[src/rename_pkg.sv]
// Types for an RV32 front end with 32 architectural and at most 64 physical registers
`default_nettype none

package rename_pkg;

    typedef logic [31:0] inst_t;
    typedef logic [31:0] addr_t;
    typedef logic [4:0]  arch_reg_t;
    // Six bits cover up to 64 physical registers
    typedef logic [5:0]  phys_tag_t;

    localparam int ARCH_REGS = 32;

    typedef enum logic [1:0] {
        OPA_IS_RS1  = 2'h0,
        OPA_IS_PC   = 2'h1,
        OPA_IS_ZERO = 2'h2
    } opa_sel_e;

    typedef enum logic [2:0] {
        OPB_IS_RS2   = 3'h0,
        OPB_IS_I_IMM = 3'h1,
        OPB_IS_S_IMM = 3'h2,
        OPB_IS_B_IMM = 3'h3,
        OPB_IS_U_IMM = 3'h4,
        OPB_IS_J_IMM = 3'h5
    } opb_sel_e;

    typedef enum logic [3:0] {
        ALU_ADD    = 4'h0,
        ALU_SUB    = 4'h1,
        ALU_SLT    = 4'h2,
        ALU_SLTU   = 4'h3,
        ALU_AND    = 4'h4,
        ALU_OR     = 4'h5,
        ALU_XOR    = 4'h6,
        ALU_SLL    = 4'h7,
        ALU_SRL    = 4'h8,
        ALU_SRA    = 4'h9,
        ALU_MUL    = 4'ha,
        ALU_MULH   = 4'hb,
        ALU_MULHSU = 4'hc,
        ALU_MULHU  = 4'hd
    } alu_func_e;

endpackage

`default_nettype wire

[src/rv32_decoder.sv]
// RV32I plus MUL* only; divides, fences, ECALL and immediate CSR forms decode as illegal
`timescale 1ns/1ps
`default_nettype none

module rv32_decoder (
    input  rename_pkg::inst_t     inst,
    input  logic                  valid,
    output rename_pkg::opa_sel_e  opa_select,
    output rename_pkg::opb_sel_e  opb_select,
    output rename_pkg::alu_func_e alu_func,
    output logic                  has_dest, rd_mem, wr_mem,
    output logic                  cond_branch, uncond_branch,
    output logic                  csr_op, halt, illegal
);
    logic [6:0] opcode;
    logic [2:0] funct3;
    logic [6:0] funct7;
    logic       is_lui, is_auipc, is_jal, is_jalr, is_branch, is_load, is_store;
    logic       is_op_imm, is_op, is_mul, is_csr, is_wfi;

    assign opcode = inst[6:0];
    assign funct3 = inst[14:12];
    assign funct7 = inst[31:25];

    //////////////////////////////////////////////////////////////////////
    // Instruction classes, each with its funct3/funct7 already checked
    //////////////////////////////////////////////////////////////////////
    assign is_lui    = opcode == 7'b0110111;
    assign is_auipc  = opcode == 7'b0010111;
    assign is_jal    = opcode == 7'b1101111;
    assign is_jalr   = opcode == 7'b1100111 && funct3 == 3'b000;
    assign is_branch = opcode == 7'b1100011 && funct3[2:1] != 2'b01;
    assign is_load   = opcode == 7'b0000011 && funct3 != 3'b011 && funct3[2:1] != 2'b11;
    assign is_store  = opcode == 7'b0100011 && !funct3[2] && funct3[1:0] != 2'b11;
    // Immediate shifts keep funct7 at zero, except SRAI
    assign is_op_imm = opcode == 7'b0010011 &&
                       (funct3[1:0] != 2'b01 || funct7 == 7'b0000000 ||
                        (funct3 == 3'b101 && funct7 == 7'b0100000));
    assign is_op     = opcode == 7'b0110011 &&
                       (funct7 == 7'b0000000 ||
                        (funct7 == 7'b0100000 && (funct3 == 3'b000 || funct3 == 3'b101)));
    assign is_mul    = opcode == 7'b0110011 && funct7 == 7'b0000001 && !funct3[2];
    // CSRRW, CSRRS and CSRRC
    assign is_csr    = opcode == 7'b1110011 && funct3 != 3'b000 && !funct3[2];
    assign is_wfi    = inst == 32'h1050_0073;

    assign has_dest      = valid && (is_lui || is_auipc || is_jal || is_jalr || is_load ||
                                     is_op_imm || is_op || is_mul);
    assign rd_mem        = valid && is_load;
    assign wr_mem        = valid && is_store;
    assign cond_branch   = valid && is_branch;
    assign uncond_branch = valid && (is_jal || is_jalr);
    assign csr_op        = valid && is_csr;
    assign halt          = valid && is_wfi;
    // Anything matching no class above
    assign illegal = valid && !(has_dest || wr_mem || cond_branch || csr_op || halt);

    // Operand muxes, NOP settings when not valid
    always_comb begin
        opa_select = rename_pkg::OPA_IS_RS1;
        opb_select = rename_pkg::OPB_IS_RS2;
        if (valid) begin
            if (is_lui) begin
                opa_select = rename_pkg::OPA_IS_ZERO;
            end else if (is_auipc || is_jal || is_branch) begin
                opa_select = rename_pkg::OPA_IS_PC;
            end
            if (is_lui || is_auipc) begin
                opb_select = rename_pkg::OPB_IS_U_IMM;
            end else if (is_jal) begin
                opb_select = rename_pkg::OPB_IS_J_IMM;
            end else if (is_branch) begin
                opb_select = rename_pkg::OPB_IS_B_IMM;
            end else if (is_store) begin
                opb_select = rename_pkg::OPB_IS_S_IMM;
            end else if (is_jalr || is_load || is_op_imm) begin
                opb_select = rename_pkg::OPB_IS_I_IMM;
            end
        end
    end

    always_comb begin
        alu_func = rename_pkg::ALU_ADD;
        if (valid && is_mul) begin
            case (funct3[1:0])
                2'b00:   alu_func = rename_pkg::ALU_MUL;
                2'b01:   alu_func = rename_pkg::ALU_MULH;
                2'b10:   alu_func = rename_pkg::ALU_MULHSU;
                default: alu_func = rename_pkg::ALU_MULHU;
            endcase
        end else if (valid && (is_op || is_op_imm)) begin
            case (funct3)
                3'b001:  alu_func = rename_pkg::ALU_SLL;
                3'b010:  alu_func = rename_pkg::ALU_SLT;
                3'b011:  alu_func = rename_pkg::ALU_SLTU;
                3'b100:  alu_func = rename_pkg::ALU_XOR;
                3'b101:  alu_func = rename_pkg::ALU_SRL;
                3'b110:  alu_func = rename_pkg::ALU_OR;
                3'b111:  alu_func = rename_pkg::ALU_AND;
                default: alu_func = rename_pkg::ALU_ADD;
            endcase
            // Bit 30 picks SRA, and SUB in the register form only
            if (funct7[5] && funct3 == 3'b101) begin
                alu_func = rename_pkg::ALU_SRA;
            end else if (funct7[5] && is_op) begin
                alu_func = rename_pkg::ALU_SUB;
            end
        end
    end

endmodule

`default_nettype wire

[src/decode_stage.sv]
// One-entry decode register with valid/ready handshake and full throughput
`timescale 1ns/1ps
`default_nettype none

module decode_stage (
    input  logic                  clk,
    input  logic                  rst_n,
    input  logic                  in_valid,
    output logic                  in_ready,
    input  rename_pkg::inst_t     inst,
    input  rename_pkg::addr_t     pc,
    output logic                  dec_valid,
    input  logic                  dec_ready,
    output rename_pkg::inst_t     dec_inst,
    output rename_pkg::addr_t     dec_pc,
    output rename_pkg::opa_sel_e  dec_opa_select,
    output rename_pkg::opb_sel_e  dec_opb_select,
    output rename_pkg::alu_func_e dec_alu_func,
    output logic                  dec_has_dest, dec_rd_mem, dec_wr_mem,
    output logic                  dec_cond_branch, dec_uncond_branch,
    output logic                  dec_csr_op, dec_halt, dec_illegal
);
    rename_pkg::opa_sel_e  opa_select;
    rename_pkg::opb_sel_e  opb_select;
    rename_pkg::alu_func_e alu_func;
    logic                  has_dest, rd_mem, wr_mem, cond_branch, uncond_branch;
    logic                  csr_op, halt, illegal;
    logic                  accept;

    rv32_decoder i_rv32_decoder (
        .valid (in_valid),
        .*
    );

    // Accept when empty or when the slot drains this cycle
    assign in_ready = !dec_valid || dec_ready;
    assign accept   = in_valid && in_ready;

    always_ff @(posedge clk or negedge rst_n) begin
        if (!rst_n) begin
            dec_valid <= 1'b0;
        end else if (accept) begin
            dec_valid <= 1'b1;
        end else if (dec_ready) begin
            dec_valid <= 1'b0;
        end
    end

    always_ff @(posedge clk) begin
        if (accept) begin
            dec_inst          <= inst;
            dec_pc            <= pc;
            dec_opa_select    <= opa_select;
            dec_opb_select    <= opb_select;
            dec_alu_func      <= alu_func;
            // An illegal word never claims a destination
            dec_has_dest      <= has_dest && !illegal;
            dec_rd_mem        <= rd_mem;
            dec_wr_mem        <= wr_mem;
            dec_cond_branch   <= cond_branch;
            dec_uncond_branch <= uncond_branch;
            dec_csr_op        <= csr_op;
            dec_halt          <= halt;
            dec_illegal       <= illegal;
        end
    end

endmodule

`default_nettype wire

[src/map_table.sv]
// Entries reset to the identity mapping and x0 is never remapped
`timescale 1ns/1ps
`default_nettype none

module map_table (
    input  logic                  clk,
    input  logic                  rst_n,
    input  rename_pkg::arch_reg_t rs1,
    input  rename_pkg::arch_reg_t rs2,
    input  rename_pkg::arch_reg_t rd,
    output rename_pkg::phys_tag_t src1_tag,
    output rename_pkg::phys_tag_t src2_tag,
    output rename_pkg::phys_tag_t old_tag,
    input  logic                  write_en,
    input  rename_pkg::phys_tag_t write_tag
);
    rename_pkg::phys_tag_t tags [rename_pkg::ARCH_REGS];

    // Reads see the table before this cycle's write
    assign src1_tag = tags[rs1];
    assign src2_tag = tags[rs2];
    assign old_tag  = tags[rd];

    always_ff @(posedge clk or negedge rst_n) begin
        if (!rst_n) begin
            for (int i = 0; i < rename_pkg::ARCH_REGS; i++) begin
                tags[i] <= rename_pkg::phys_tag_t'(i);
            end
        end else if (write_en && rd != '0) begin
            tags[rd] <= write_tag;
        end
    end

endmodule

`default_nettype wire

[src/free_list.sv]
// Holds PHYS_REGS-32 tags and has no overflow guard, so only popped tags may come back
`timescale 1ns/1ps
`default_nettype none

module free_list #(
    parameter int PHYS_REGS = 64
) (
    input  logic                  clk,
    input  logic                  rst_n,
    input  logic                  pop,
    output rename_pkg::phys_tag_t free_tag,
    output logic                  empty,
    input  logic                  push,
    input  rename_pkg::phys_tag_t push_tag
);
    localparam int DEPTH = PHYS_REGS - rename_pkg::ARCH_REGS;
    localparam int PTR_W = (DEPTH > 1) ? $clog2(DEPTH) : 1;
    localparam int CNT_W = $clog2(DEPTH + 1);

    rename_pkg::phys_tag_t slots [DEPTH];
    logic [PTR_W-1:0]      head;
    logic [PTR_W-1:0]      tail;
    logic [CNT_W-1:0]      count;
    logic                  do_pop;

    // Depth need not be a power of two
    function automatic logic [PTR_W-1:0] step(input logic [PTR_W-1:0] ptr);
        if (ptr == PTR_W'(DEPTH - 1)) begin
            return '0;
        end
        return ptr + 1'b1;
    endfunction

    assign empty    = count == '0;
    assign do_pop   = pop && !empty;
    assign free_tag = slots[head];

    // Starts full, so tail wraps back onto head
    always_ff @(posedge clk or negedge rst_n) begin
        if (!rst_n) begin
            head  <= '0;
            tail  <= '0;
            count <= CNT_W'(DEPTH);
        end else begin
            if (do_pop) begin
                head <= step(head);
            end
            if (push) begin
                tail <= step(tail);
            end
            count <= count + CNT_W'(push) - CNT_W'(do_pop);
        end
    end

    // Preloaded with tags 32 and up, lowest first
    always_ff @(posedge clk or negedge rst_n) begin
        if (!rst_n) begin
            for (int i = 0; i < DEPTH; i++) begin
                slots[i] <= rename_pkg::phys_tag_t'(rename_pkg::ARCH_REGS + i);
            end
        end else if (push) begin
            slots[tail] <= push_tag;
        end
    end

endmodule

`default_nettype wire

[src/rename_stage.sv]
// Stalls while a tag is needed and the free list is empty; no checkpoint or recovery
`timescale 1ns/1ps
`default_nettype none

module rename_stage #(
    parameter int PHYS_REGS = 64
) (
    input  logic                  clk,
    input  logic                  rst_n,
    input  logic                  dec_valid,
    output logic                  dec_ready,
    input  rename_pkg::inst_t     dec_inst,
    input  rename_pkg::addr_t     dec_pc,
    input  rename_pkg::opa_sel_e  dec_opa_select,
    input  rename_pkg::opb_sel_e  dec_opb_select,
    input  rename_pkg::alu_func_e dec_alu_func,
    input  logic                  dec_has_dest, dec_rd_mem, dec_wr_mem,
    input  logic                  dec_cond_branch, dec_uncond_branch,
    input  logic                  dec_csr_op, dec_halt, dec_illegal,
    input  logic                  commit_valid,
    input  rename_pkg::phys_tag_t commit_tag,
    output logic                  uop_valid,
    input  logic                  uop_ready,
    output rename_pkg::addr_t     uop_pc,
    output rename_pkg::alu_func_e uop_alu_func,
    output rename_pkg::opa_sel_e  uop_opa_select,
    output rename_pkg::opb_sel_e  uop_opb_select,
    output logic                  uop_rd_mem, uop_wr_mem,
    output logic                  uop_cond_branch, uop_uncond_branch,
    output logic                  uop_csr_op, uop_halt, uop_illegal, uop_has_dest,
    output rename_pkg::phys_tag_t uop_src1_tag, uop_src2_tag, uop_dest_tag, uop_old_tag
);
    rename_pkg::arch_reg_t rs1_idx, rs2_idx, rd_idx;
    rename_pkg::phys_tag_t src1_tag, src2_tag, old_tag, free_tag;
    logic                  need_rs1, need_rs2, need_tag, fl_empty, accept, alloc;

    // Unneeded sources read x0 and so get tag 0
    assign need_rs1 = dec_opa_select == rename_pkg::OPA_IS_RS1 || dec_cond_branch;
    assign need_rs2 = dec_opb_select inside {rename_pkg::OPB_IS_RS2, rename_pkg::OPB_IS_B_IMM,
                                             rename_pkg::OPB_IS_S_IMM};
    assign rs1_idx  = need_rs1 ? dec_inst[19:15] : '0;
    assign rs2_idx  = need_rs2 ? dec_inst[24:20] : '0;
    assign rd_idx   = dec_inst[11:7];
    assign need_tag = dec_valid && dec_has_dest && rd_idx != '0;

    assign dec_ready = (!uop_valid || uop_ready) && (!need_tag || !fl_empty);
    assign accept    = dec_valid && dec_ready;
    assign alloc     = accept && need_tag;

    map_table i_map_table (
        .clk       (clk),
        .rst_n     (rst_n),
        .rs1       (rs1_idx),
        .rs2       (rs2_idx),
        .rd        (rd_idx),
        .src1_tag  (src1_tag),
        .src2_tag  (src2_tag),
        .old_tag   (old_tag),
        .write_en  (alloc),
        .write_tag (free_tag)
    );

    free_list #(.PHYS_REGS(PHYS_REGS)) i_free_list (
        .clk      (clk),
        .rst_n    (rst_n),
        .pop      (alloc),
        .free_tag (free_tag),
        .empty    (fl_empty),
        .push     (commit_valid),
        .push_tag (commit_tag)
    );

    always_ff @(posedge clk or negedge rst_n) begin
        if (!rst_n) begin
            uop_valid <= 1'b0;
        end else if (accept) begin
            uop_valid <= 1'b1;
        end else if (uop_ready) begin
            uop_valid <= 1'b0;
        end
    end

    always_ff @(posedge clk) begin
        if (accept) begin
            uop_pc            <= dec_pc;
            uop_alu_func      <= dec_alu_func;
            uop_opa_select    <= dec_opa_select;
            uop_opb_select    <= dec_opb_select;
            uop_rd_mem        <= dec_rd_mem;
            uop_wr_mem        <= dec_wr_mem;
            uop_cond_branch   <= dec_cond_branch;
            uop_uncond_branch <= dec_uncond_branch;
            uop_csr_op        <= dec_csr_op;
            uop_halt          <= dec_halt;
            uop_illegal       <= dec_illegal;
            uop_has_dest      <= need_tag;
            uop_src1_tag      <= src1_tag;
            uop_src2_tag      <= src2_tag;
            uop_dest_tag      <= need_tag ? free_tag : '0;
            uop_old_tag       <= need_tag ? old_tag : '0;
        end
    end

endmodule

`default_nettype wire

[src/rename_top.sv]
// Two-cycle decode and rename front end; PHYS_REGS must lie in 33 to 64
`timescale 1ns/1ps
`default_nettype none

module rename_top #(
    parameter int PHYS_REGS = 64
) (
    input  logic                  clk,
    input  logic                  rst_n,
    input  logic                  inst_valid,
    output logic                  inst_ready,
    input  rename_pkg::inst_t     inst,
    input  rename_pkg::addr_t     pc,
    input  logic                  commit_valid,
    input  rename_pkg::phys_tag_t commit_tag,
    output logic                  uop_valid,
    input  logic                  uop_ready,
    output rename_pkg::addr_t     uop_pc,
    output rename_pkg::alu_func_e uop_alu_func,
    output rename_pkg::opa_sel_e  uop_opa_select,
    output rename_pkg::opb_sel_e  uop_opb_select,
    output logic                  uop_rd_mem, uop_wr_mem,
    output logic                  uop_cond_branch, uop_uncond_branch,
    output logic                  uop_csr_op, uop_halt, uop_illegal, uop_has_dest,
    output rename_pkg::phys_tag_t uop_src1_tag, uop_src2_tag, uop_dest_tag, uop_old_tag
);
    //////////////////////////////////////////////////////////////////////
    // Decode to rename link
    //////////////////////////////////////////////////////////////////////
    logic                  dec_valid, dec_ready;
    rename_pkg::inst_t     dec_inst;
    rename_pkg::addr_t     dec_pc;
    rename_pkg::opa_sel_e  dec_opa_select;
    rename_pkg::opb_sel_e  dec_opb_select;
    rename_pkg::alu_func_e dec_alu_func;
    logic                  dec_has_dest, dec_rd_mem, dec_wr_mem;
    logic                  dec_cond_branch, dec_uncond_branch;
    logic                  dec_csr_op, dec_halt, dec_illegal;

    decode_stage i_decode_stage (
        .in_valid (inst_valid),
        .in_ready (inst_ready),
        .*
    );

    rename_stage #(.PHYS_REGS(PHYS_REGS)) i_rename_stage (
        .*
    );

endmodule

`default_nettype wire

[config.mk]
export PLATFORM = sky130hd
export DESIGN_NAME = rename_top
export DESIGN_NICKNAME = d
export VERILOG_FILES = /design/src/rename_pkg.sv /design/src/rv32_decoder.sv /design/src/decode_stage.sv /design/src/map_table.sv /design/src/free_list.sv /design/src/rename_stage.sv /design/src/rename_top.sv
export SDC_FILE = /design/constraint.sdc
export NUM_CORES = 1
export LEC_CHECK = 0
export CELL_PAD_IN_SITES_DETAIL_PLACEMENT = 1
export CELL_PAD_IN_SITES_GLOBAL_PLACEMENT = 1
export CORE_MARGIN = 8
export CORE_UTILIZATION = 53
export DETAILED_ROUTE_END_ITERATION = 12
export DONT_BUFFER_PORTS = 1
export PLACE_DENSITY = 0.87
export SLEW_MARGIN = 20
export SYNTH_ARGS = -nofsm -noshare
export SYNTH_HDL_FRONTEND = slang
export SYNTH_SLANG_ARGS = --single-unit
[constraint.sdc]
create_clock -name clk -period 4.4 [get_ports clk]
set_clock_uncertainty 0.15 [all_clocks]
set_input_delay 0.22 -clock clk [delete_from_list [all_inputs] [get_ports clk]]
set_output_delay 0.22 -clock clk [all_outputs]
set_load 0.05 [all_outputs]
==> metrics list, run 1 <==
* Critical path's top delay family: simple AND/OR/NAND/NOR gates
* Count of flip-flops with a built-in enable after synthesis: 137
- Fmax: 244 MHz
* Delay of the slowest cell on the worst path: 0.54 ns
- CTS placed an instance of clkbuf_16 at the clock tree root.
- Avg Synthesized Cell Area: 13.4 um2
- The critical path crosses 12 cells after its start point.
- The core region is 51,300 um2.
- Clock tree from TritonCTS: built
* Clock network latency to the later pin of the worst-skew pair: 0.67 ns
* CTS buffer count: 55
- Area enclosed by the die boundary: 59,300 um2
- Initial antenna violation count: 6
* Failing checks: negative hold slack
* Ratio of cells with drive above 1 in the final layout: 0.395
- WL per Instance: ~40 um
* Met2 track utilization from global routing: 0.610
- The number of hold buffers added after CTS was between 80 and 90.
- After floorplanning, the core was divided into 83 placement rows.
- Leakage dissipation: 12.4 nW
- Headroom to the max-slew limit came out at 0.206.
- The largest individual stage delay along the critical path comes from the cell edfxtp_1.
- Along the worst path, the maximum fanout reaches 9.
- Worst setup path category: register to register
- Status: finished, violations left
* Final worst path period need: 4.10 ns
* Number of flip-flops and latches in the synthesized netlist: 539
- Routability-driven placement finished with a final weighted congestion of 1.02.
* Element type at the critical path end: register
- The clock drives 539 sinks.
- The die is ~240 um wide.
* Met1 global-route usage: 0.428
* Share of async-settable or async-resettable flops after synthesis: 0.746
- Worst Setup Start Kind: register
- Final setup violation count: 0
* Worst R2R Path Depth: 12
- Leaving out filler cells and counting taps, the final layout contains approximately 2.8k.
* Hold Slack: -0.832 ns
- Cells resized by post-CTS repair: 0
- DRC viols: 0
- Sequential element share of the synthesized area: 0.525
* Number of vias after detailed routing: 21.4k
- Antenna Violating Nets Remaining: 0
- Before CTS, the worst setup slack after placement is a little over 0.9 ns.
* Worst Path Required: 4.82 ns
* Number of endpoints with negative hold slack in the final report: 403
- Summed over all failing endpoints, the final setup total negative slack is 0 ns.
- Port Buffer Count: 0
- Using the TritonRoute via totals, the vias-per-cell ratio works out to 7.61.
- Data arrives at the worst endpoint at 4.52 ns.
- Die height: 244 um
- Once placement completed, the tool counted placed cells totaling 2,614.
- Setup repair after global routing missed its margin: false
* Starting DRT DRC Count: 2,963
- Detailed placer's ending HPWL: 59,700 um
- In the layout the commonest cells are mux2_2 (395), dfrtp_1 (208), dfstp_2 (193), edfxtp_1 (137), mux2i_1 (115).
* Share of the clock period used by the worst path: 0.932
- Syn_nets: 2,142
* 1st-pass router iterations: 8
* Most frequent standard cell in the layout excluding fill and tap cells: mux2_2
- Clock-pin slew was measured on the worst setup and hold paths at 0.08 ns.
* Wire length of the first global-routing pass: 164,000 um
- Entering global routing, the biggest net connects 403 pins.
* Worst path buffer plus inverter count: 2
- From synthesis to final layout, the design area changed by 11.8%.
- For this block, the routed nets add up to 112,000 um of wire.
- For this design the top-level I/O count stands at 150.
- Power per standard cell area: 668 nW/um2
* Total Nets Final: 2,170
- Post-CTS Setup Inserts: 0
- Met3 layer usage reported by global route: 0.0914
* Area after detailed placement: 27,900 um2
- Busiest metal layer after global routing: met2
- Effective utilization at floorplan: 0.535
- Actual slew at the worst max-slew pin: 1.19 ns
- Synthesized area: 27,400 um2
- Number of instances in the synthesized netlist: 2,051
- Maximum resistive drop on vdd: 517 uV
* Overall Global Routing Usage: 0.371
- Finished layout cell area: 30,700 um2
- The number of global-route vias before repair is 22.2k.
* Cells traversed along the worst timing path: nor3_1 > a21o_1 > or3_1 > inv_1 > ha_1 > inv_1 > ha_1 > fa_1 > a21oi_1 > nor2_1 > nor2_1 > xnor2_1
* Maximum capacitance violations: 0
- H-tree depth reported by CTS: 2
* Bufs on Longest Clock Path: 3
- In this run, distinct cell masters in the synthesized netlist total 76.
- Number of warnings printed during yosys synthesis: 0
- Grt total ovfl: 0
- Max-slew violation count: 0
- The min-delay analysis places its worst path in the category input port to asynchronous set/reset pin.
- Worst path setup slack after routing: 0.300 ns
* Main flop type after synthesis: dfrtp_1
routing by layer:
metal,up-vias,part of all wire
li1,7931,-
met1,11000,0.33
met2,1842,0.48
met3,596,0.10
met4,6,0.082
met5,-,0.00037
synth_stat cells (6+ instances only):
master | count | area share
a211oi_1 | 9 | 0.0025
clkbuf_1 | 85 | 0.012
and3_1 | 14 | 0.0032
a221oi_1 | 14 | 0.0045
buf_6 | 13 | 0.0053
nor2b_1 | 17 | 0.0039
a21oi_1 | 48 | 0.0088
nand4_1 | 14 | 0.0032
o21ai_0 | 57 | 0.010
a31oi_1 | 15 | 0.0034
nand2_1 | 60 | 0.0082
o22ai_1 | 11 | 0.0025
mux2i_1 | 115 | 0.042
a311oi_1 | 9 | 0.0029
o32ai_1 | 14 | 0.0045
buf_1 | 10 | 0.0014
mux4_2 | 87 | 0.071
nand3_1 | 86 | 0.016
dfrtp_1 | 209 | 0.19
dfstp_2 | 193 | 0.18
nor2_1 | 68 | 0.0093
ha_1 | 15 | 0.0068
buf_4 | 12 | 0.0033
a211o_1 | 14 | 0.0045
and2_1 | 13 | 0.0030
o211ai_1 | 14 | 0.0038
mux2_2 | 395 | 0.16
buf_2 | 42 | 0.0077
nand2b_1 | 21 | 0.0048
a21o_1 | 6 | 0.0016
o221ai_1 | 14 | 0.0045
a2111oi_0 | 15 | 0.0048
inv_1 | 28 | 0.0038
a22o_1 | 7 | 0.0022
nor3_1 | 31 | 0.0057
a22oi_1 | 48 | 0.013
edfxtp_1 | 137 | 0.15
nor4_1 | 10 | 0.0023
where the power goes:
group	total [mW]	switching (mW)	leakage, nW	internal [mW]
combinational	6.39	3.75	5.38	2.64
sequential	9.05	1.99	6.13	7.06
clock	5.07	2.32	0.904	2.75
total	20.5	8.06	12.4	12.4
registers in the layout (all words and copies together) (netlist names), 4 cells and up:
name	count
i_rename_stage.i_free_list.slots	192
i_rename_stage.i_map_table.tags	192
i_decode_stage.dec_pc	32
i_rename_stage.uop_pc	32
i_decode_stage.dec_inst	15
i_rename_stage.i_free_list.count	6
i_rename_stage.uop_dest_tag	6
i_rename_stage.uop_old_tag	6
i_rename_stage.uop_src1_tag	6
i_rename_stage.uop_src2_tag	6
i_rename_stage.i_free_list.head	5
i_rename_stage.i_free_list.tail	5
i_decode_stage.dec_alu_func	4
i_rename_stage.uop_alu_func	4
final timing paths:
kind / slack [ns] / from / end
setup / recovery: 0.30 / i_decode_stage.dec_inst[10] / i_rename_stage.i_free_list.count[4]
hold / removal: -0.83 / rst_n / i_rename_stage.uop_valid
setup reg to reg: 0.30 / i_decode_stage.dec_inst[10] / i_rename_stage.i_free_list.count[4]
hold reg to reg: 0.26 / i_decode_stage.dec_pc[4] / i_rename_stage.uop_pc[4]
max in group asynchronous: 4.20 / rst_n / i_rename_stage.i_free_list.head[0]
min in group clk: -0.01 / inst[6] / i_decode_stage.dec_opa_select[1]
kinds of logic after synthesis:
family                   count (synthesis)  share of synthesized area
XOR/XNOR                                 5                    0.00160
AO/OA/AOI/OAI                          324                     0.0837
adder cells (fa/ha/maj)                 16                    0.00757
multiplexers                           598                      0.276
flip-flops                             539                      0.525
AND/OR/NAND/NOR                        376                     0.0726
buffers and inverters                  193                     0.0336
final cells by class:
cell class,instances,area [um2]
well taps,680,851
clock buffers,83,1590
diodes,3,7.51
clock inverters,21,253
repair buffers,135,1320
multi-input cells,1319,12100
inverters,29,109
fillers,4839,20600
flip-flops and latches,539,14400
metrics by stage:
stage	total power, mW	utilization	hold WS, ns
3_3_place_gp	13.7	0.544	-0.181
4_1_cts	19.6	0.598	-0.855
6_report	20.5	0.598	-0.832
2_1_floorplan	12.3	-	-0.226
5_1_grt	20.9	0.598	-0.823
3_5_place_dp	14.2	0.544	-0.184
Note: power is estimated with default switching activity, not from simulation.
==> run 2: changes to the inputs <==
--- a/config.mk
+++ b/config.mk
@@ -8,11 +8,12 @@
 export CELL_PAD_IN_SITES_DETAIL_PLACEMENT = 1
 export CELL_PAD_IN_SITES_GLOBAL_PLACEMENT = 1
 export CORE_MARGIN = 8
-export CORE_UTILIZATION = 53
+export CORE_UTILIZATION = 54
 export DETAILED_ROUTE_END_ITERATION = 12
 export DONT_BUFFER_PORTS = 1
-export PLACE_DENSITY = 0.87
+export PLACE_DENSITY = 0.86
 export SLEW_MARGIN = 20
 export SYNTH_ARGS = -nofsm -noshare
 export SYNTH_HDL_FRONTEND = slang
+export SYNTH_HIERARCHICAL = 1
 export SYNTH_SLANG_ARGS = --single-unit
==> run 2 against run 1 <==
Against the previous run: the run still ends with negative hold slack left; setup slack improved by 0.69 ns; clock-buffer cell count did not move; via count fell by 17%; total power fell by 3.3%; register-to-register slack improved by 0.69 ns; final cell count fell by 9.9%; synthesized area fell by 1.5%; global-route usage fell by 7.1 points; clock power rose by 6.1%; synthesized cell count fell by 14%; first-iteration DRC count fell by 36%; wire length fell by 23%; critical path type unchanged; critical endpoint is now i_rename_stage/i_map_table/tags[93].
==> metrics list, run 2 <==
- Status: finished, violations left
- The final reports fail on negative hold slack.
- The pin count of the biggest net entering global routing is 403 (unchanged).
* Core Rows: 82 (-1.2%)
- Bufs on Longest Clock Path: 3 (unchanged)
- The all-layer global routing usage was 0.299 (-0.0714).
- Switch Pwr: 6.78 mW (-16%)
- Clock network latency to the later pin of the worst-skew pair: 0.65 ns (-0.02 ns)
* R2r setup slk: 0.99 ns (+0.69 ns)
- In the layout the commonest cells are mux2_2 (368), dfrtp_1 (207), dfstp_2 (193), mux4_2 (167), edfxtp_1 (137).
- Syn_nets: 1,856 (-13%)
- Crit Reg-Reg Endpoint: i_rename_stage/i_map_table/tags[93]
- Worst Path Required: 4.74 ns (-0.08 ns)
- Sequential Power Share: 0.441 (about the same)
- Among all stages on the critical path, the largest delay is contributed by dfrtp_2.
- Clock Sinks: 539 (unchanged)
* Worst setup path category: register to register
- CTS buffer count: 57 (+3.6%)
* Synthesized area: 27,000 um2 (-1.5%)
- Ratio of cells with drive above 1 in the final layout: 0.506 (+0.111)
* Number of global-route vias before repair: 19.1k (-14%)
- Switching Share: 0.342 (-0.0512)
- Starting DRT DRC Count: 1,898 (-36%)
* Sequential Area: 14,400 um2 (about the same)
- The worst slew slack as a fraction of its limit was 0.307 (+0.102).
* Grt total ovfl: 0 (unchanged)
* Cells traversed along the worst timing path: buf_4 > mux4_2 > o22ai_1 > nor4_2 > buf_4 > mux2_1
* Clock network power share: 0.271 (+0.024)
* Cells resized by post-CTS repair: 0 (unchanged)
- The number of buffers added on ports is 0 (unchanged).
- The final routed DRC violation total came to 0 (unchanged).
- Wire length of the first global-routing pass: 129,000 um (-21%)
- Number of endpoints with negative hold slack in the final report: 402 (-0.25%)
- Number of vias after detailed routing: 17.7k (-17%)
- Die span in x: 240 um (-1.6%)
- Fmax: 294 MHz (+20%)
* Avg Synthesized Cell Area: 15.3 um2 (+14%)
* Syn-to-layout area delta: 13.2%
- STA classifies the critical path startpoint as a register.
- The path depth of the worst reg2reg path was 6 (-6).
- Delay of the slowest cell on the worst path: 1.02 ns (+0.48 ns)
- The largest registers in the layout are i_rename_stage/i_free_list/slots: 192 flops, i_rename_stage/i_map_table/tags: 192 flops.
- Total Nets Final: 1,901 (-12%)
- The total internal power is 13.1 mW (+4.9%).
- The routed wire length came to 85,800 um (-23%).
- Comb pwr share: 0.288 (-0.023)
- Number of warnings printed during yosys synthesis: 6 (+6)
- The final weighted congestion in routability-driven placement is 0.917 (-10%).
- Clock transition at path regs: 0.07 ns (about the same)
- Clock tree from TritonCTS: built
* Via-to-Cell Ratio: 6.99 (-8.2%)
* Antenna Violating Nets Remaining: 0 (unchanged)
- The number of max-capacitance violations reported came to 0 (unchanged).
- The multi-input logic area came to 12,000 um2 (-1.4%).
- Power per standard cell area: 648 nW/um2 (-3.0%)
- The initial standard-cell utilization of the core came to 0.543 (+0.00820).
- Setup repair after global routing left no endpoint under its margin.
- The path class of the tightest hold or removal check is input port to asynchronous set/reset pin.
- Cell at the root of the clock tree: clkbuf_16
- Actual slew at the worst max-slew pin: 1.04 ns (-0.151 ns)
- Die height: 240 um (-1.6%)
* Max-slew violation count: 0 (unchanged)
- The number of instances in the synthesized netlist is 1,765 (-14%).
- Detailed placer's ending HPWL: 52,200 um (-12%)
- Worst path setup slack after routing: 0.994 ns (+0.694 ns)
- Most frequent standard cell in the layout excluding fill and tap cells: mux2_2
- The number of placed cells counting well taps was 2,331 (-11%).
- I/O pins: 150 (unchanged)
- Data arrival at the endpoint of the critical path: 3.75 ns (-0.77 ns)
- The static leakage is 12.1 nW (-2.6%).
- Final setup violation count: 0 (unchanged)
- The startpoint identified for the worst register-to-register timing path is i_rename_stage/i_free_list/head[2].
* Capturing element of the worst setup path: i_rename_stage/i_map_table/tags[93]
- The fill cell instance count of the final layout was 4,430 (-8.5%).
- The die outline area was 57,500 um2 (-3.1%).
- Setup WS pre-CTS: 1.09 ns (+0.167 ns)
- Element type at the critical path end: register
- The smallest hold slack was -0.812 ns (+0.0201 ns).
- Final worst path period need: 3.41 ns (-0.694 ns)
- The detail-routed net length per standard cell is 33.9 um (-15%).
- The largest voltage drop on the vdd net came to 681 uV (+32%).
* Crit Path Max Fanout: 36 (+27)
- The cts-stage hold buffer count came to 91 (+3.4%).
- Among the stages of the critical path, the cell type that occurs most often is buf_4.
* Start point of the critical path: i_rename_stage/i_free_list/head[2]
* Placeable core area: 49,800 um2 (-3.0%)
- Initial antenna violation count: 3 (-3)
- The accumulated negative setup slack came to 0 ns (unchanged).
- H-tree depth reported by CTS: 2 (unchanged)
* 1st-pass router iterations: 8 (unchanged)
* Finished Layout Cells: 2,532 (-9.9%)
- Share of the clock period used by the worst path: 0.774 (-0.158)
-- run 2: worst min-delay path by stage --
stage / endpoint / slack [ns] / cells after the start
final: i_rename_stage/i_map_table/tags[17] / -0.81 / 0
after global routing: i_rename_stage/i_map_table/tags[17] / -0.83 / 0
after CTS: i_rename_stage/i_free_list/slots[176] / -0.86 / 0
after detailed placement: i_rename_stage/i_map_table/tags[63] / -0.19 / 0
after global placement: i_rename_stage/i_map_table/tags[69] / -0.18 / 0
after floorplan: i_decode_stage/dec_valid / -0.23 / 0
-- run 2: final cells by class --
type	count	area share
Tap cell	672	0.0275
Clock buffer	83	0.0541
Timing Repair Buffer	113	0.0390
Sequential cell	539	0.471
Antenna cell	1	0.0000818
Clock inverter	25	0.0143
Inverter	21	0.00258
Multi-Input combinational cell	1078	0.391
-- run 2: worst max-delay path: cells and delay by family (launching register included) --
| family | cells | cell delay, ns |
|---|---|---|
| AOI/OAI and AO/OA | 1 | 0.45 |
| buffers and inverters | 2 | 0.73 |
| DFF | 1 | 1.02 |
| muxes | 2 | 0.75 |
| and+or+nand+nor | 1 | 0.11 |
-- run 2: power groups by stage --
stage          logic (mW)  registers, mW  clock network [mW]
2_1_floorplan        4.08           7.94                   0
3_3_place_gp         4.88           8.56                   0
3_5_place_dp         5.17           8.75                   0
4_1_cts              5.44           8.73                5.42
5_1_grt              5.94           8.88                5.62
6_report             5.70           8.75                5.38
-- run 2: repair_timing --
| item | CTS | global route |
|---|---|---|
| hold endpoints to repair | 668 | 402 |
| setup buffers | 0 | 0 |
| setup endpoints to repair | 0 | 0 |
-- run 2: through the flow --
step / total power, mW / hold slack, ns / utilization / instance area, um2
floorplan: 12.0 / -0.226 / - / 27000
global placement: 13.4 / -0.182 / 0.553 / 27500
detailed placement: 13.9 / -0.186 / 0.553 / 27500
CTS: 19.6 / -0.859 / 0.614 / 30600
global route: 20.5 / -0.827 / 0.615 / 30600
finish: 19.8 / -0.812 / 0.615 / 30600
-- run 2: routing by layer --
metal | up-vias | share of wire | global-route usage
met5 | - | 0.00026 | 0
met4 | 4 | 0.046 | 0.131
met3 | 244 | 0.082 | 0.0646
met2 | 961 | 0.50 | 0.500
met1 | 9531 | 0.38 | 0.374
li1 | 6958 | - | -
==> run 3: changes to the inputs <==
--- a/config.mk
+++ b/config.mk
@@ -5,13 +5,14 @@
 export SDC_FILE = /design/constraint.sdc
 export NUM_CORES = 1
 export LEC_CHECK = 0
+export ABC_AREA = 1
 export CELL_PAD_IN_SITES_DETAIL_PLACEMENT = 1
 export CELL_PAD_IN_SITES_GLOBAL_PLACEMENT = 1
 export CORE_MARGIN = 8
-export CORE_UTILIZATION = 54
+export CORE_UTILIZATION = 44
 export DETAILED_ROUTE_END_ITERATION = 12
 export DONT_BUFFER_PORTS = 1
-export PLACE_DENSITY = 0.86
+export PLACE_DENSITY = 0.84
 export SLEW_MARGIN = 20
 export SYNTH_ARGS = -nofsm -noshare
 export SYNTH_HDL_FRONTEND = slang
==> constraint.sdc (replaced) <==
create_clock -name clk -period 3 [get_ports clk]
set_clock_uncertainty 0.15 [all_clocks]
set_input_delay 0.15 -clock clk [delete_from_list [all_inputs] [get_ports clk]]
set_output_delay 0.15 -clock clk [all_outputs]
set_load 0.05 [all_outputs]
==> run 3 against run 2 <==
Against the previous run: the flow still finishes with violations (negative hold slack); first-iteration DRC count is 28% higher; cell area is 5.9% higher; register-to-register slack worse by 0.92 ns; critical path depth is 5 higher; die area is 27% higher; setup slack worse by 0.98 ns; sequential power is 36% higher; combinational power is 75% higher; utilization is 11 points lower; global-route usage is 1.6 points lower; largest cell class unchanged; largest power group unchanged.
==> metrics list, run 3 <==
- Syn_nets: 3,793 (+100%)
- The length of the first detailed-routing pass in iterations was 8 (unchanged).
- The global routing met1 resource utilization was 0.368 (-0.00593).
- Clock Sinks: 539 (unchanged)
- The cts-stage hold buffer count is 118 (+30%).
* Effective utilization at floorplan: 0.442 (-0.101)
- Busiest metal layer after global routing: met2
- The static leakage was 14.1 nW (+17%).
- Cell with the largest stage delay on the worst path: dlygate4sd3_1
- The post-placement worst setup slack is 0.140 ns (-0.946 ns).
* Most repeated library cell on the critical path: dlygate4sd3_1
- Synthesized area: 28,400 um2 (+5.0%)
- Worst setup path category: input port to register
* Final worst path period need: 2.99 ns
- Worst slew margin: 0.253 (-0.0545)
* Number of warnings printed during yosys synthesis: 6 (unchanged)
- The min-delay analysis places its worst path in the category input port to asynchronous set/reset pin.
- The largest registers in the layout are i_rename_stage/i_free_list/slots: 192 flops, i_rename_stage/i_map_table/tags: 192 flops.
- Die height: 270 um (+13%)
* Core Rows: 93 (+13%)
* Clock network latency to the later pin of the worst-skew pair: 0.67 ns (+0.02 ns)
- I/O pins: 150 (unchanged)
- Max-slew violation count: 0 (unchanged)
- The share of cells above drive strength 1 is 0.133 (-0.373).
* Met3 layer usage reported by global route: 0.0542 (-0.0105)
- Final setup violation count: 0 (unchanged)
- Finished layout cell area: 32,400 um2 (+5.9%)
* Delay of the slowest cell on the worst path: 0.62 ns (-0.40 ns)
- Syn-to-layout area delta: 14.2%
- Switching Share: 0.405 (+0.0627)
- Total Nets Final: 3,798 (+100%)
- The power per cell area was 921 nW/um2 (+42%).
* Maximum resistive drop on vdd: 927 uV (+36%)
- The routed wire length is 106,000 um (+24%).
- Element type at the critical path end: register
* Share of the clock period used by the worst path: 0.995
* Most frequent standard cell in the layout excluding fill and tap cells: nand2_1
* Worst Path Required: 3.38 ns (-1.36 ns)
- Cell at the root of the clock tree: clkbuf_16
- In the layout the commonest cells are nand2_1 (1,560), nand3_1 (421), inv_1 (237), o21ai_0 (234), dfrtp_1 (208).
- Number of placed instances, taps included: 4,381 (+88%)
- TritonCTS built the clock tree.
* Hold Slack: -0.939 ns (-0.128 ns)
* Area after detailed placement: 29,100 um2 (+5.8%)
* Clock transition at path regs: 0.08 ns (about the same)
- H-tree depth reported by CTS: 2 (unchanged)
- The final weighted congestion in routability-driven placement came to 0.897 (-2.1%).
- The worst setup path is launched from an input port.
- Starting DRT DRC Count: 2,428 (+28%)
* Bufs on Longest Clock Path: 3 (unchanged)
- CTS buffer count: 60 (+5.3%)
- The register share of total power was 0.400 (-0.041).
* Worst R2R Path Depth: 17 (+11)
- The wire length of the first global-routing pass is 164,000 um (+27%).
* Port Buffer Count: 0 (unchanged)
* Maximum capacitance violations: 0 (unchanged)
- DRC viols: 0 (unchanged)
* Internal Power: 17.8 mW (+36%)
- Pin count of the biggest net entering global routing: 403 (unchanged)
* Placeable core area: 64,100 um2 (+29%)
- The aggregate global routing overflow came to 0 (unchanged).
- The number of instances in the synthesized netlist came to 3,702 (+110%).
- The clock group share of total power is 0.263 (-0.008).
- The HPWL after detailed placement was 62,300 um (+19%).
- The critical path goes through dlygate4sd3_1 > inv_2 > nand2_2 > nor3_2 > dlygate4sd3_1 > nand2_1 > nand2_4 > nand3_2 > dlygate4sd3_1 > a21oi_1 > dlygate4sd3_1.
* Overall power of the completed layout: 29.8 mW (+50%)
- Fmax: roughly 330 MHz
- WL per Instance: 23.0 um (-32%)
* Overall Global Routing Usage: 0.283 (-0.0164)
- The post-layout worst setup margin was 0.0149 ns (-0.979 ns).
- Data arrival at the endpoint of the critical path: 3.36 ns (-0.39 ns)
- Actual slew at the worst max-slew pin: 1.12 ns (+0.0852 ns)
- Initial antenna violation count: 8 (+5)
* Antenna Violating Nets Remaining: 0 (unchanged)
* Via-to-Cell Ratio: 5.70 (-18%)
- Status: finished, violations left
- Number of global-route vias before repair: 27.2k (+42%)
- The number of hold violations in the final report was 405 (+0.75%).
* Die span in x: 270 um (+13%)
- The checks that failed: negative hold slack.
- Avg Synthesized Cell Area: 7.66 um2 (-50%)
- The switching power of the nets is 12.1 mW (+78%).
- The via count of the routed design came to 26.3k (+49%).
- The die outline area was 72,900 um2 (+27%).
* Comb pwr share: 0.337 (+0.049)
- The biggest fanout along the worst timing path came to 3 (-92%).
- Finished Layout Cells: 4,619 (+82%)
- Met2 track utilization from global routing: 0.455 (-0.0457)
## run 3: cell count changes in the layout (fill, tap and decap cells not counted), moves of 26 or more
cell           previous run  this run
nand4_1                  12        54
o21ai_0                  25       234
o21ai_1                   0       110
dlygate4sd3_1            85       113
mux2_2                  368         0
mux4_2                  167         0
inv_1                    20       237
o22ai_1                  92         1
nand3_1                  29       421
nor2_1                   29        98
nand2_1                  40      1560
buf_4                    18        44
mux2i_1                  51         0
## run 3: cell type report
| class | count | area [um2] |
|---|---|---|
| diodes | 6 | 15.0 |
| clock buffers | 85 | 1750 |
| clock inverters | 28 | 335 |
| fillers | 7835 | 31700 |
| inverters | 267 | 1010 |
| multi-input cells | 2656 | 11900 |
| flip-flops and latches | 539 | 14400 |
| well taps | 855 | 1070 |
| repair buffers | 183 | 1950 |
## run 3: critical path: cells and delay by family
kind	cells	cell delay, ns
buffers and inverters	5	2.51
AOI/OAI and AO/OA	1	0.13
and+or+nand+nor	5	0.57
## run 3: power by group through the flow
stage | combinational [mW] | sequential, mW | clock (mW)
after floorplan | 6.40 | 11.4 | 0
after global placement | 9.16 | 11.8 | 0
after detailed placement | 9.52 | 11.9 | 0
after CTS | 9.80 | 11.9 | 7.87
after global routing | 11.0 | 12.2 | 8.21
final | 10.0 | 11.9 | 7.85
## run 3: repair_timing
| action | in CTS | in global routing |
|---|---|---|
| setup endpoints to repair | 0 | 18 |
| resized for setup | 0 | 12 |
| buffers inserted | 0 | 2 |
| endpoints found under the hold margin | 637 | 402 |
## run 3: routing by layer
layer,vias up,routed length [um]
met4,2,5240
li1,11900,-
met1,13100,43500
met2,1031,49700
met3,287,7860
met5,-,13
## run 3: per-stage QoR
step | utilization | setup TNS [ns]
floorplan | - | 0
global placement | 0.454 | 0
detailed placement | 0.454 | 0
CTS | 0.505 | 0
global route | 0.506 | -0.107
finish | 0.506 | 0
## run 3: worst paths after layout
kind	startpoint	to	slack [ns]
max	inst[6]	i_decode_stage/dec_alu_func[1]	0.01
min	rst_n	i_rename_stage/i_free_list/slots[190]	-0.94
min reg2reg	i_decode_stage/dec_pc[0]	i_rename_stage/uop_pc[0]	0.27
min in group clk	commit_tag[4]	i_rename_stage/i_free_list/slots[106]	-0.01
max in group asynchronous	rst_n	i_rename_stage/i_map_table/tags[157]	2.68
max reg2reg	i_rename_stage/i_free_list/count[2]	i_rename_stage/i_free_list/count[4]	0.07
